**src/calc_cfg.svh**
```systemverilog
`ifndef CALC_CFG_SVH
`define CALC_CFG_SVH

// Datapath and register file
`define CALC_XLEN 32
`define CALC_REG_AW 5

// Completion pipe depth, must exceed the multiply latency
`define CALC_STAGES 4

// Unit latencies in completion stages
`define CALC_INT_LAT 1
`define CALC_MUL_LAT 3

// Countdown and retired counter widths
`define CALC_CNT_W 2
`define CALC_CNT_REG_W 16

`endif

```
**src/calc_pkg.sv**
```systemverilog
`include "calc_cfg.svh"

package calc_pkg;

  typedef logic [`CALC_XLEN-1:0] xlen_t;
  typedef logic [`CALC_REG_AW-1:0] reg_addr_t;
  typedef logic [`CALC_XLEN-1:0] pc_t;
  typedef logic [`CALC_CNT_W-1:0] lat_cnt_t;
  typedef logic [`CALC_CNT_REG_W-1:0] instret_t;

  // Operation codes, the last two run on the multiplier
  typedef enum logic [3:0] {
    e_op_add   = 4'h0,
    e_op_sub   = 4'h1,
    e_op_and   = 4'h2,
    e_op_or    = 4'h3,
    e_op_xor   = 4'h4,
    e_op_sll   = 4'h5,
    e_op_srl   = 4'h6,
    e_op_slt   = 4'h7,
    e_op_mul   = 4'h8,
    e_op_mulhu = 4'h9
  } fu_op_e;

  typedef enum logic {
    e_unit_int = 1'b0,
    e_unit_mul = 1'b1
  } fu_unit_e;

  // Decoded instruction with operands already read
  typedef struct packed {
    logic      v;
    pc_t       pc;
    fu_op_e    op;
    logic      rd_w_v;
    reg_addr_t rd_addr;
    reg_addr_t rs1_addr;
    reg_addr_t rs2_addr;
    xlen_t     rs1;
    xlen_t     rs2;
  } dispatch_s;

  // One slot of the completion pipe
  typedef struct packed {
    logic      v;
    logic      poison;
    pc_t       pc;
    fu_unit_e  unit;
    logic      rd_w_v;
    reg_addr_t rd_addr;
    lat_cnt_t  cnt;
    logic      done;
    xlen_t     data;
  } stage_entry_s;

  // Reservation contents seen by both units
  typedef struct packed {
    fu_op_e op;
    xlen_t  rs1;
    xlen_t  rs2;
  } fwd_s;

  typedef struct packed {
    logic v;
    pc_t  pc;
  } commit_s;

  typedef struct packed {
    logic      v;
    reg_addr_t rd_addr;
    xlen_t     data;
  } wb_s;

endpackage

```
**src/calc_int_alu.sv**
```systemverilog
`timescale 1ns/100ps

module calc_int_alu (
  input  calc_pkg::fu_op_e op_i,
  input  calc_pkg::xlen_t  rs1_i,
  input  calc_pkg::xlen_t  rs2_i,
  output calc_pkg::xlen_t  data_o
);

  logic [4:0] shamt;

  assign shamt = rs2_i[4:0];

  always_comb
  begin
    case (op_i)
      calc_pkg::e_op_add:
        data_o = rs1_i + rs2_i;
      calc_pkg::e_op_sub:
        data_o = rs1_i - rs2_i;
      calc_pkg::e_op_and:
        data_o = rs1_i & rs2_i;
      calc_pkg::e_op_or:
        data_o = rs1_i | rs2_i;
      calc_pkg::e_op_xor:
        data_o = rs1_i ^ rs2_i;
      calc_pkg::e_op_sll:
        data_o = rs1_i << shamt;
      calc_pkg::e_op_srl:
        data_o = rs1_i >> shamt;
      // Signed compare, result zero extended
      calc_pkg::e_op_slt:
        data_o = calc_pkg::xlen_t'($signed(rs1_i) < $signed(rs2_i));
      // Multiplies are not ours
      default:
        data_o = '0;
    endcase
  end

endmodule

```
**src/calc_issue.sv**
```systemverilog
`timescale 1ns/100ps
`include "calc_cfg.svh"

module calc_issue (
  input  logic                                        clk_i,
  input  logic                                        rst_n_i,
  input  calc_pkg::dispatch_s                         dispatch_i,
  input  calc_pkg::stage_entry_s [`CALC_STAGES-1:0]   stages_i,
  output calc_pkg::fwd_s                              fwd_o,
  output calc_pkg::stage_entry_s                      entry_o,
  output logic                                        hazard_o
);

  calc_pkg::xlen_t bypass_rs1;
  calc_pkg::xlen_t bypass_rs2;
  calc_pkg::fwd_s  res_n;
  calc_pkg::fwd_s  res_r;
  logic            is_mul;

  // Live producer of a nonzero register
  function automatic logic writes_reg(input calc_pkg::stage_entry_s e,
                                      input calc_pkg::reg_addr_t addr);
    return e.v && !e.poison && e.rd_w_v && (e.rd_addr == addr) && (addr != '0);
  endfunction

  // Youngest completed result wins, so walk from the oldest stage up
  function automatic calc_pkg::xlen_t bypass(
    input calc_pkg::reg_addr_t                      addr,
    input calc_pkg::xlen_t                          value,
    input calc_pkg::stage_entry_s [`CALC_STAGES-1:0] stages
  );
    calc_pkg::xlen_t result;
    result = value;
    for (int i = `CALC_STAGES - 1; i >= 0; i--)
    begin
      if (writes_reg(stages[i], addr) && stages[i].done)
        result = stages[i].data;
    end
    return result;
  endfunction

  function automatic logic pending(
    input calc_pkg::reg_addr_t                      addr,
    input calc_pkg::stage_entry_s [`CALC_STAGES-1:0] stages
  );
    logic hit;
    hit = 1'b0;
    for (int i = 0; i < `CALC_STAGES; i++)
    begin
      if (writes_reg(stages[i], addr) && !stages[i].done)
        hit = 1'b1;
    end
    return hit;
  endfunction

  assign bypass_rs1 = bypass(dispatch_i.rs1_addr, dispatch_i.rs1, stages_i);
  assign bypass_rs2 = bypass(dispatch_i.rs2_addr, dispatch_i.rs2, stages_i);

  assign hazard_o = dispatch_i.v
                    && (pending(dispatch_i.rs1_addr, stages_i)
                        || pending(dispatch_i.rs2_addr, stages_i));

  assign is_mul = (dispatch_i.op == calc_pkg::e_op_mul)
                  || (dispatch_i.op == calc_pkg::e_op_mulhu);

  // Idle cycles present an add so the multiplier stays quiet
  always_comb
  begin
    res_n.op  = dispatch_i.v ? dispatch_i.op : calc_pkg::e_op_add;
    res_n.rs1 = bypass_rs1;
    res_n.rs2 = bypass_rs2;
  end

  always_ff @(posedge clk_i)
  begin
    if (!rst_n_i)
    begin
      res_r.op <= calc_pkg::e_op_add;
    end
    else
    begin
      res_r <= res_n;
    end
  end

  assign fwd_o = res_r;

  // Stage 0 entry, loaded in the same edge as the reservation
  always_comb
  begin
    entry_o.v       = dispatch_i.v;
    entry_o.poison  = 1'b0;
    entry_o.pc      = dispatch_i.pc;
    entry_o.unit    = is_mul ? calc_pkg::e_unit_mul : calc_pkg::e_unit_int;
    entry_o.rd_w_v  = dispatch_i.rd_w_v;
    entry_o.rd_addr = dispatch_i.rd_addr;
    entry_o.cnt     = is_mul ? calc_pkg::lat_cnt_t'(`CALC_MUL_LAT)
                             : calc_pkg::lat_cnt_t'(`CALC_INT_LAT);
    entry_o.done    = 1'b0;
    entry_o.data    = '0;
  end

endmodule

```
**src/calc_mul_pipe.sv**
```systemverilog
`timescale 1ns/100ps
`include "calc_cfg.svh"

module calc_mul_pipe (
  input  logic            clk_i,
  input  logic            rst_n_i,
  input  calc_pkg::fwd_s  fwd_i,
  output calc_pkg::xlen_t data_o
);

  // Reservation counts as the first stage of latency
  localparam int unsigned LEVELS = `CALC_MUL_LAT - 1;

  logic [2*`CALC_XLEN-1:0] product;
  calc_pkg::xlen_t         prod_sel;
  logic                    is_mul;
  logic [LEVELS-2:0]       v_r;
  calc_pkg::xlen_t         data_r [LEVELS];

  assign is_mul = (fwd_i.op == calc_pkg::e_op_mul) || (fwd_i.op == calc_pkg::e_op_mulhu);

  // Full unsigned product and the selected half
  assign product  = {{`CALC_XLEN{1'b0}}, fwd_i.rs1} * {{`CALC_XLEN{1'b0}}, fwd_i.rs2};
  assign prod_sel = (fwd_i.op == calc_pkg::e_op_mulhu) ? product[2*`CALC_XLEN-1:`CALC_XLEN]
                                                       : product[`CALC_XLEN-1:0];

  // Occupancy of every level that feeds another enables its data load
  always_ff @(posedge clk_i)
  begin
    if (!rst_n_i)
    begin
      v_r <= '0;
    end
    else
    begin
      v_r[0] <= is_mul;
      for (int i = 1; i < LEVELS - 1; i++)
        v_r[i] <= v_r[i-1];
    end
  end

  always_ff @(posedge clk_i)
  begin
    if (is_mul)
      data_r[0] <= prod_sel;
    for (int i = 1; i < LEVELS; i++)
    begin
      if (v_r[i-1])
        data_r[i] <= data_r[i-1];
    end
  end

  assign data_o = data_r[LEVELS-1];

endmodule

```
**src/calc_retire.sv**
```systemverilog
`timescale 1ns/100ps

module calc_retire (
  input  logic                   clk_i,
  input  logic                   rst_n_i,
  input  calc_pkg::stage_entry_s entry_i,
  output calc_pkg::commit_s      commit_o,
  output calc_pkg::wb_s          wb_o,
  output calc_pkg::instret_t     instret_o
);

  calc_pkg::instret_t instret_r;

  // Poisoned entries drop out silently
  assign commit_o.v  = entry_i.v && !entry_i.poison;
  assign commit_o.pc = entry_i.pc;

  // x0 destinations commit without a writeback
  assign wb_o.v       = commit_o.v && entry_i.rd_w_v && (entry_i.rd_addr != '0);
  assign wb_o.rd_addr = entry_i.rd_addr;
  assign wb_o.data    = entry_i.data;

  // Wraps at the counter width
  always_ff @(posedge clk_i)
  begin
    if (!rst_n_i)
    begin
      instret_r <= '0;
    end
    else if (commit_o.v)
    begin
      instret_r <= instret_r + calc_pkg::instret_t'(1);
    end
  end

  assign instret_o = instret_r;

endmodule

```
**src/calc_stage.sv**
```systemverilog
`timescale 1ns/100ps

module calc_stage (
  input  logic                   clk_i,
  input  logic                   rst_n_i,
  input  logic                   flush_i,
  input  calc_pkg::xlen_t        int_data_i,
  input  calc_pkg::xlen_t        mul_data_i,
  input  calc_pkg::stage_entry_s entry_i,
  output calc_pkg::stage_entry_s entry_o
);

  calc_pkg::stage_entry_s entry_r;
  logic                   result_due;

  // Shift in from the previous stage, poisoning on flush
  always_ff @(posedge clk_i)
  begin
    if (!rst_n_i)
    begin
      entry_r.v <= 1'b0;
    end
    else
    begin
      entry_r        <= entry_i;
      entry_r.poison <= entry_i.poison | flush_i;
    end
  end

  // The unit result is on its port during the cycle the count reads one
  assign result_due = entry_r.v && !entry_r.done && (entry_r.cnt == calc_pkg::lat_cnt_t'(1));

  // The next stage registers what we present here,
  // so the captured result lands one stage further down
  always_comb
  begin
    entry_o = entry_r;
    if (result_due)
    begin
      entry_o.done = 1'b1;
      entry_o.cnt  = '0;
      if (entry_r.unit == calc_pkg::e_unit_mul)
        entry_o.data = mul_data_i;
      else
        entry_o.data = int_data_i;
    end
    else if (entry_r.v && !entry_r.done)
    begin
      entry_o.cnt = entry_r.cnt - calc_pkg::lat_cnt_t'(1);
    end
  end

endmodule

```
**src/calc_top.sv**
```systemverilog
`timescale 1ns/100ps
`include "calc_cfg.svh"

module calc_top (
  input  logic                clk_i,
  input  logic                rst_n_i,
  input  calc_pkg::dispatch_s dispatch_i,
  input  logic                flush_i,
  output logic                hazard_o,
  output calc_pkg::commit_s   commit_o,
  output calc_pkg::wb_s       wb_o,
  output calc_pkg::instret_t  instret_o
);

  // chain[0] is the issue entry, chain[k+1] the output of stage k
  calc_pkg::stage_entry_s [`CALC_STAGES:0] chain;
  calc_pkg::fwd_s                          fwd;
  calc_pkg::xlen_t                         int_data;
  calc_pkg::xlen_t                         mul_data;

  calc_issue calc_issue_i (
    .clk_i    (clk_i),
    .rst_n_i  (rst_n_i),
    .dispatch_i(dispatch_i),
    .stages_i (chain[`CALC_STAGES:1]),
    .fwd_o    (fwd),
    .entry_o  (chain[0]),
    .hazard_o (hazard_o)
  );

  calc_int_alu calc_int_alu_i (
    .op_i  (fwd.op),
    .rs1_i (fwd.rs1),
    .rs2_i (fwd.rs2),
    .data_o(int_data)
  );

  calc_mul_pipe calc_mul_pipe_i (
    .clk_i  (clk_i),
    .rst_n_i(rst_n_i),
    .fwd_i  (fwd),
    .data_o (mul_data)
  );

  // Completion pipe, every stage sees both unit results
  for (genvar k = 0; k < `CALC_STAGES; k++)
  begin : g_stage
    calc_stage calc_stage_i (
      .clk_i     (clk_i),
      .rst_n_i   (rst_n_i),
      .flush_i   (flush_i),
      .int_data_i(int_data),
      .mul_data_i(mul_data),
      .entry_i   (chain[k]),
      .entry_o   (chain[k+1])
    );
  end

  calc_retire calc_retire_i (
    .clk_i    (clk_i),
    .rst_n_i  (rst_n_i),
    .entry_i  (chain[`CALC_STAGES]),
    .commit_o (commit_o),
    .wb_o     (wb_o),
    .instret_o(instret_o)
  );

endmodule

```
**config.mk**
```make
export PLATFORM = sky130hd
export DESIGN_NAME = calc_top
export DESIGN_NICKNAME = d
export VERILOG_FILES = /design/src/calc_pkg.sv /design/src/calc_int_alu.sv /design/src/calc_issue.sv /design/src/calc_mul_pipe.sv /design/src/calc_retire.sv /design/src/calc_stage.sv /design/src/calc_top.sv
export VERILOG_INCLUDE_DIRS = /design/src
export SDC_FILE = /design/constraint.sdc
export NUM_CORES = 2
export LEC_CHECK = 0
export BUFFER_PORTS_ARGS = -buffer_cell sky130_fd_sc_hd__buf_2
export CAP_MARGIN = 40
export CORE_AREA = 2 2 368 370
export DETAILED_ROUTE_END_ITERATION = 8
export DIE_AREA = 0 0 370 372
export PLACE_DENSITY = 0.61
export SLEW_MARGIN = 20
export SYNTH_ARGS = -nofsm -noshare
export SYNTH_HDL_FRONTEND = slang
export SYNTH_SLANG_ARGS = --single-unit
```
**constraint.sdc**
```tcl
create_clock -name clk_i -period 11.5 [get_ports clk_i]
set_input_delay 1.15 -clock clk_i [delete_from_list [all_inputs] [get_ports clk_i]]
set_output_delay 1.15 -clock clk_i [all_outputs]
set_load 0.01 [all_outputs]
```
==> impl_metrics.ini <==
[run_status]
status = finished, final reports clean

[finish]
fin_nets = 7944
drive_above_1_share_pct = 9.964
fillers = 12813
finish.utilization_pct = 48.24
multi_input_area_um2 = 41880
synthToLayoutAreaGrowth_pct = 8.128
regArea_um2 = 12300

[synthesis]
synth_fp_nets = 7949
synthAdderAreaFrac_pct = 37.59
synth-compound-area-share_pct = 12.04
synthMuxAreaShare_pct = 3.914
ys.flop_type = edfxtp_1
synth.top_cells.by_count = nor2_1 (973), inv_1 (934), fa_1 (898)
synth-simple-area-share_pct = 14.30
netlist_area_um2 = 59910
synth_area_leader_cell = fa_1
async_reset_ff_share_pct = 0
synth-xor-area-share_pct = 1.915
yosysSeqAreaShare_pct = 20.53
synthCells = 6568
yosys.cell_types.count = 117
netlist.area_leader.share_pct = 30.01
yosys_warnings = 0
synth-seq-cells = 418
synth_top_family_by_area = adder cells
syn_avg_cell_area_um2 = 9.122
synth_edf_count = 393
synth_most_common_cell = nor2_1
ys_top_cells_by_area = fa_1 (30%), edfxtp_1 (20%), ha_1 (7.6%), nor2_1 (6.1%), inv_1 (5.9%)

[sta]
setup_viol = 0
finalSetupTns_ns = 0
holdWs_ns = 0.4134
period_minus_slack_ns = 9.875
slew_headroom_pct = 32.07
hold_viol_final = 0
fin_crit_sh_pct = 85.87
rsz0062_at_grt = false
fin_ws_ns = 1.625
skew_ns = 0.04577
max_freq_mhz = 101.3
tightestPinTransition_ns = 1.019
slew_violations = 0

[clock_tree]
cts_max_path_buffers = 3
post_cts_resized = 0
cts_tree = built
root_buffer = clkbuf_16
postCtsHoldBufs = 0
post_cts_buffers = 0
h-tree-depth = 2
insertion_delay_ns = 0.67
cts.reportedPaths.clkPinSlew_ns = 0.06
cts_sinks = 418
numCtsBuffers = 49

[detailed_routing]
wl_per_cell_um = 29.06
drc_errors = 0
drt_iter0_markers = 6453
vias = 50847
viasPerCell = 6.060
ant_nets = 0
first_pass_iters = 7
routed_wl_um = 243800

[floorplan]
die_h_um = 372
num_rows = 135
io-pin-count = 208
start_util_pct = 44.62
die_x_um = 370
die_area_um2 = 137600
core-area_um2 = 134300

[global_routing]
grt_usage_pct = 35.60
antenna_found_initial = 9
grt-ovfl-total = 0
grt_start_max_net_pins = 162
grt_pass1_wl_um = 353800
grt_pass1_vias = 51505

[job]
max_cap_viol_count = 0

[worst_setup_path]
worst_setup_path_end_kind = flop
worstSetupStartpointType = flop
critical_path_required_ns = 11.87
criticalPathCategory = flop to flop
critPathArrivalTime_ns = 10.25
critPathMaxFanout = 20

[placed_design]
portBuffers = 207
gp_congestion = 1.042
hpwl_um = 189500
dp_slack_ns = 1.818

[min_path]
worstHoldPathType = flop to flop
[cell type report]
class	instances	share of cell area [%]
clock buffers	66	2.068
clock inverters	26	0.5388
diodes	6	0.02318
well taps	1781	3.440
repair buffers	440	4.757
multi-input cells	4699	64.65
flip-flops and latches	418	18.99
inverters	955	5.533
[stage by stage]
step	std cells	area, µm²
final	8391	64780
after global routing	8385	64770
after CTS	8369	64580
after detailed placement	8277	62890
after global placement	8238	62390
after floorplan	6568	59910
[sequential cells by signal, summed over array words and instances (netlist names)]
register and cells:
g_stage.calc_stage_i.entry_o 164, g_stage.calc_stage_i.entry_r 105, calc_issue_i.fwd_o 68, calc_mul_pipe_i.data_r 64, calc_retire_i.instret_o 16, calc_mul_pipe_i.v_r 1
[routing by layer]
layer  GRT usage, %  vias up  wire [µm]
met2          54.09     3216     106400
li1               -    21354          -
met1          44.55    25506      89620
met5              0        -         54
met4          24.14        8      20090
met3          9.411      763      27660
[cells in the final DEF (no fill, tap or decap), types with 18 or more instances in the layout]
master / synthesis / layout
nor2_1: 973 / 972
inv_1: 934 / 932
fa_1: 898 / 898
nand2_1: 661 / 660
edfxtp_1: 393 / 393
ha_1: 363 / 363
a21oi_1: 316 / 316
o21ai_0: 281 / 281
buf_2: 31 / 211
buf_4: 70 / 197
xnor2_1: 93 / 93
mux2i_1: 87 / 87
nor3_1: 67 / 66
and2_1: 61 / 61
a21o_1: 59 / 59
nand3_1: 58 / 58
clkbuf_16: 0 / 49
a211oi_1: 46 / 46
mux4_2: 44 / 44
xor2_1: 38 / 38
and3_1: 37 / 37
o22ai_1: 35 / 35
a22oi_1: 33 / 33
or3_1: 31 / 31
a31oi_1: 31 / 31
nor2b_1: 29 / 27
a221oi_1: 27 / 27
o211ai_1: 27 / 27
nand4_1: 26 / 26
o21ai_1: 27 / 25
dfxtp_1: 25 / 24
nand2b_1: 20 / 20
o31ai_1: 20 / 20
clkinv_1: 16 / 20
o21a_1: 18 / 18
[worst max-delay path, stage by stage, from the launching register on]
cell and delay, ns:
edfxtp_1 0.87, inv_1 0.61, nor2_1 0.30, fa_1 0.44, fa_1 0.48, fa_1 0.54, inv_1 0.07, fa_1 0.52
inv_1 0.05, fa_1 0.50, inv_1 0.05, fa_1 0.55, inv_1 0.05, fa_1 0.50, fa_1 0.44, ha_1 0.36
nand3_1 0.16, nor2_1 0.09, and4_1 0.26, o311ai_2 0.57, o211ai_1 0.33, a31oi_1 0.37, o21ai_0 0.22, a221oi_1 0.58
o21ai_0 0.26, xnor2_1 0.26, a21oi_1 0.12
[path summary, 6_finish.rpt]
| kind | start | endpoint | slack [ns] | cells past startpoint |
|---|---|---|---|---|
| worst min-delay path | g_stage[2].calc_stage_i.entry_o[57]$_DFFE_PP_ | g_stage[3].calc_stage_i.entry_o[57]$_DFFE_PP_ | 0.41 | 0 |
| worst min register to register | g_stage[2].calc_stage_i.entry_o[57]$_DFFE_PP_ | g_stage[3].calc_stage_i.entry_o[57]$_DFFE_PP_ | 0.41 | 0 |
| worst max-delay path | calc_issue_i.fwd_o[48]$_DFFE_PP_ | calc_mul_pipe_i.data_r[0][16]$_DFFE_PP_ | 1.62 | 26 |
| worst max register to register | calc_issue_i.fwd_o[48]$_DFFE_PP_ | calc_mul_pipe_i.data_r[0][16]$_DFFE_PP_ | 1.62 | 26 |
[kinds of logic after synthesis]
logic type | after synthesis
simple gates | 2033
buf+inv | 1451
fa+ha+maj | 1261
compound gates | 1114
flops | 418
mux | 160
xor+xnor | 131
Power is left out: the tool's default activity adds up to more than one toggle a clock period on the data nets, which glitch-free logic cannot reach.
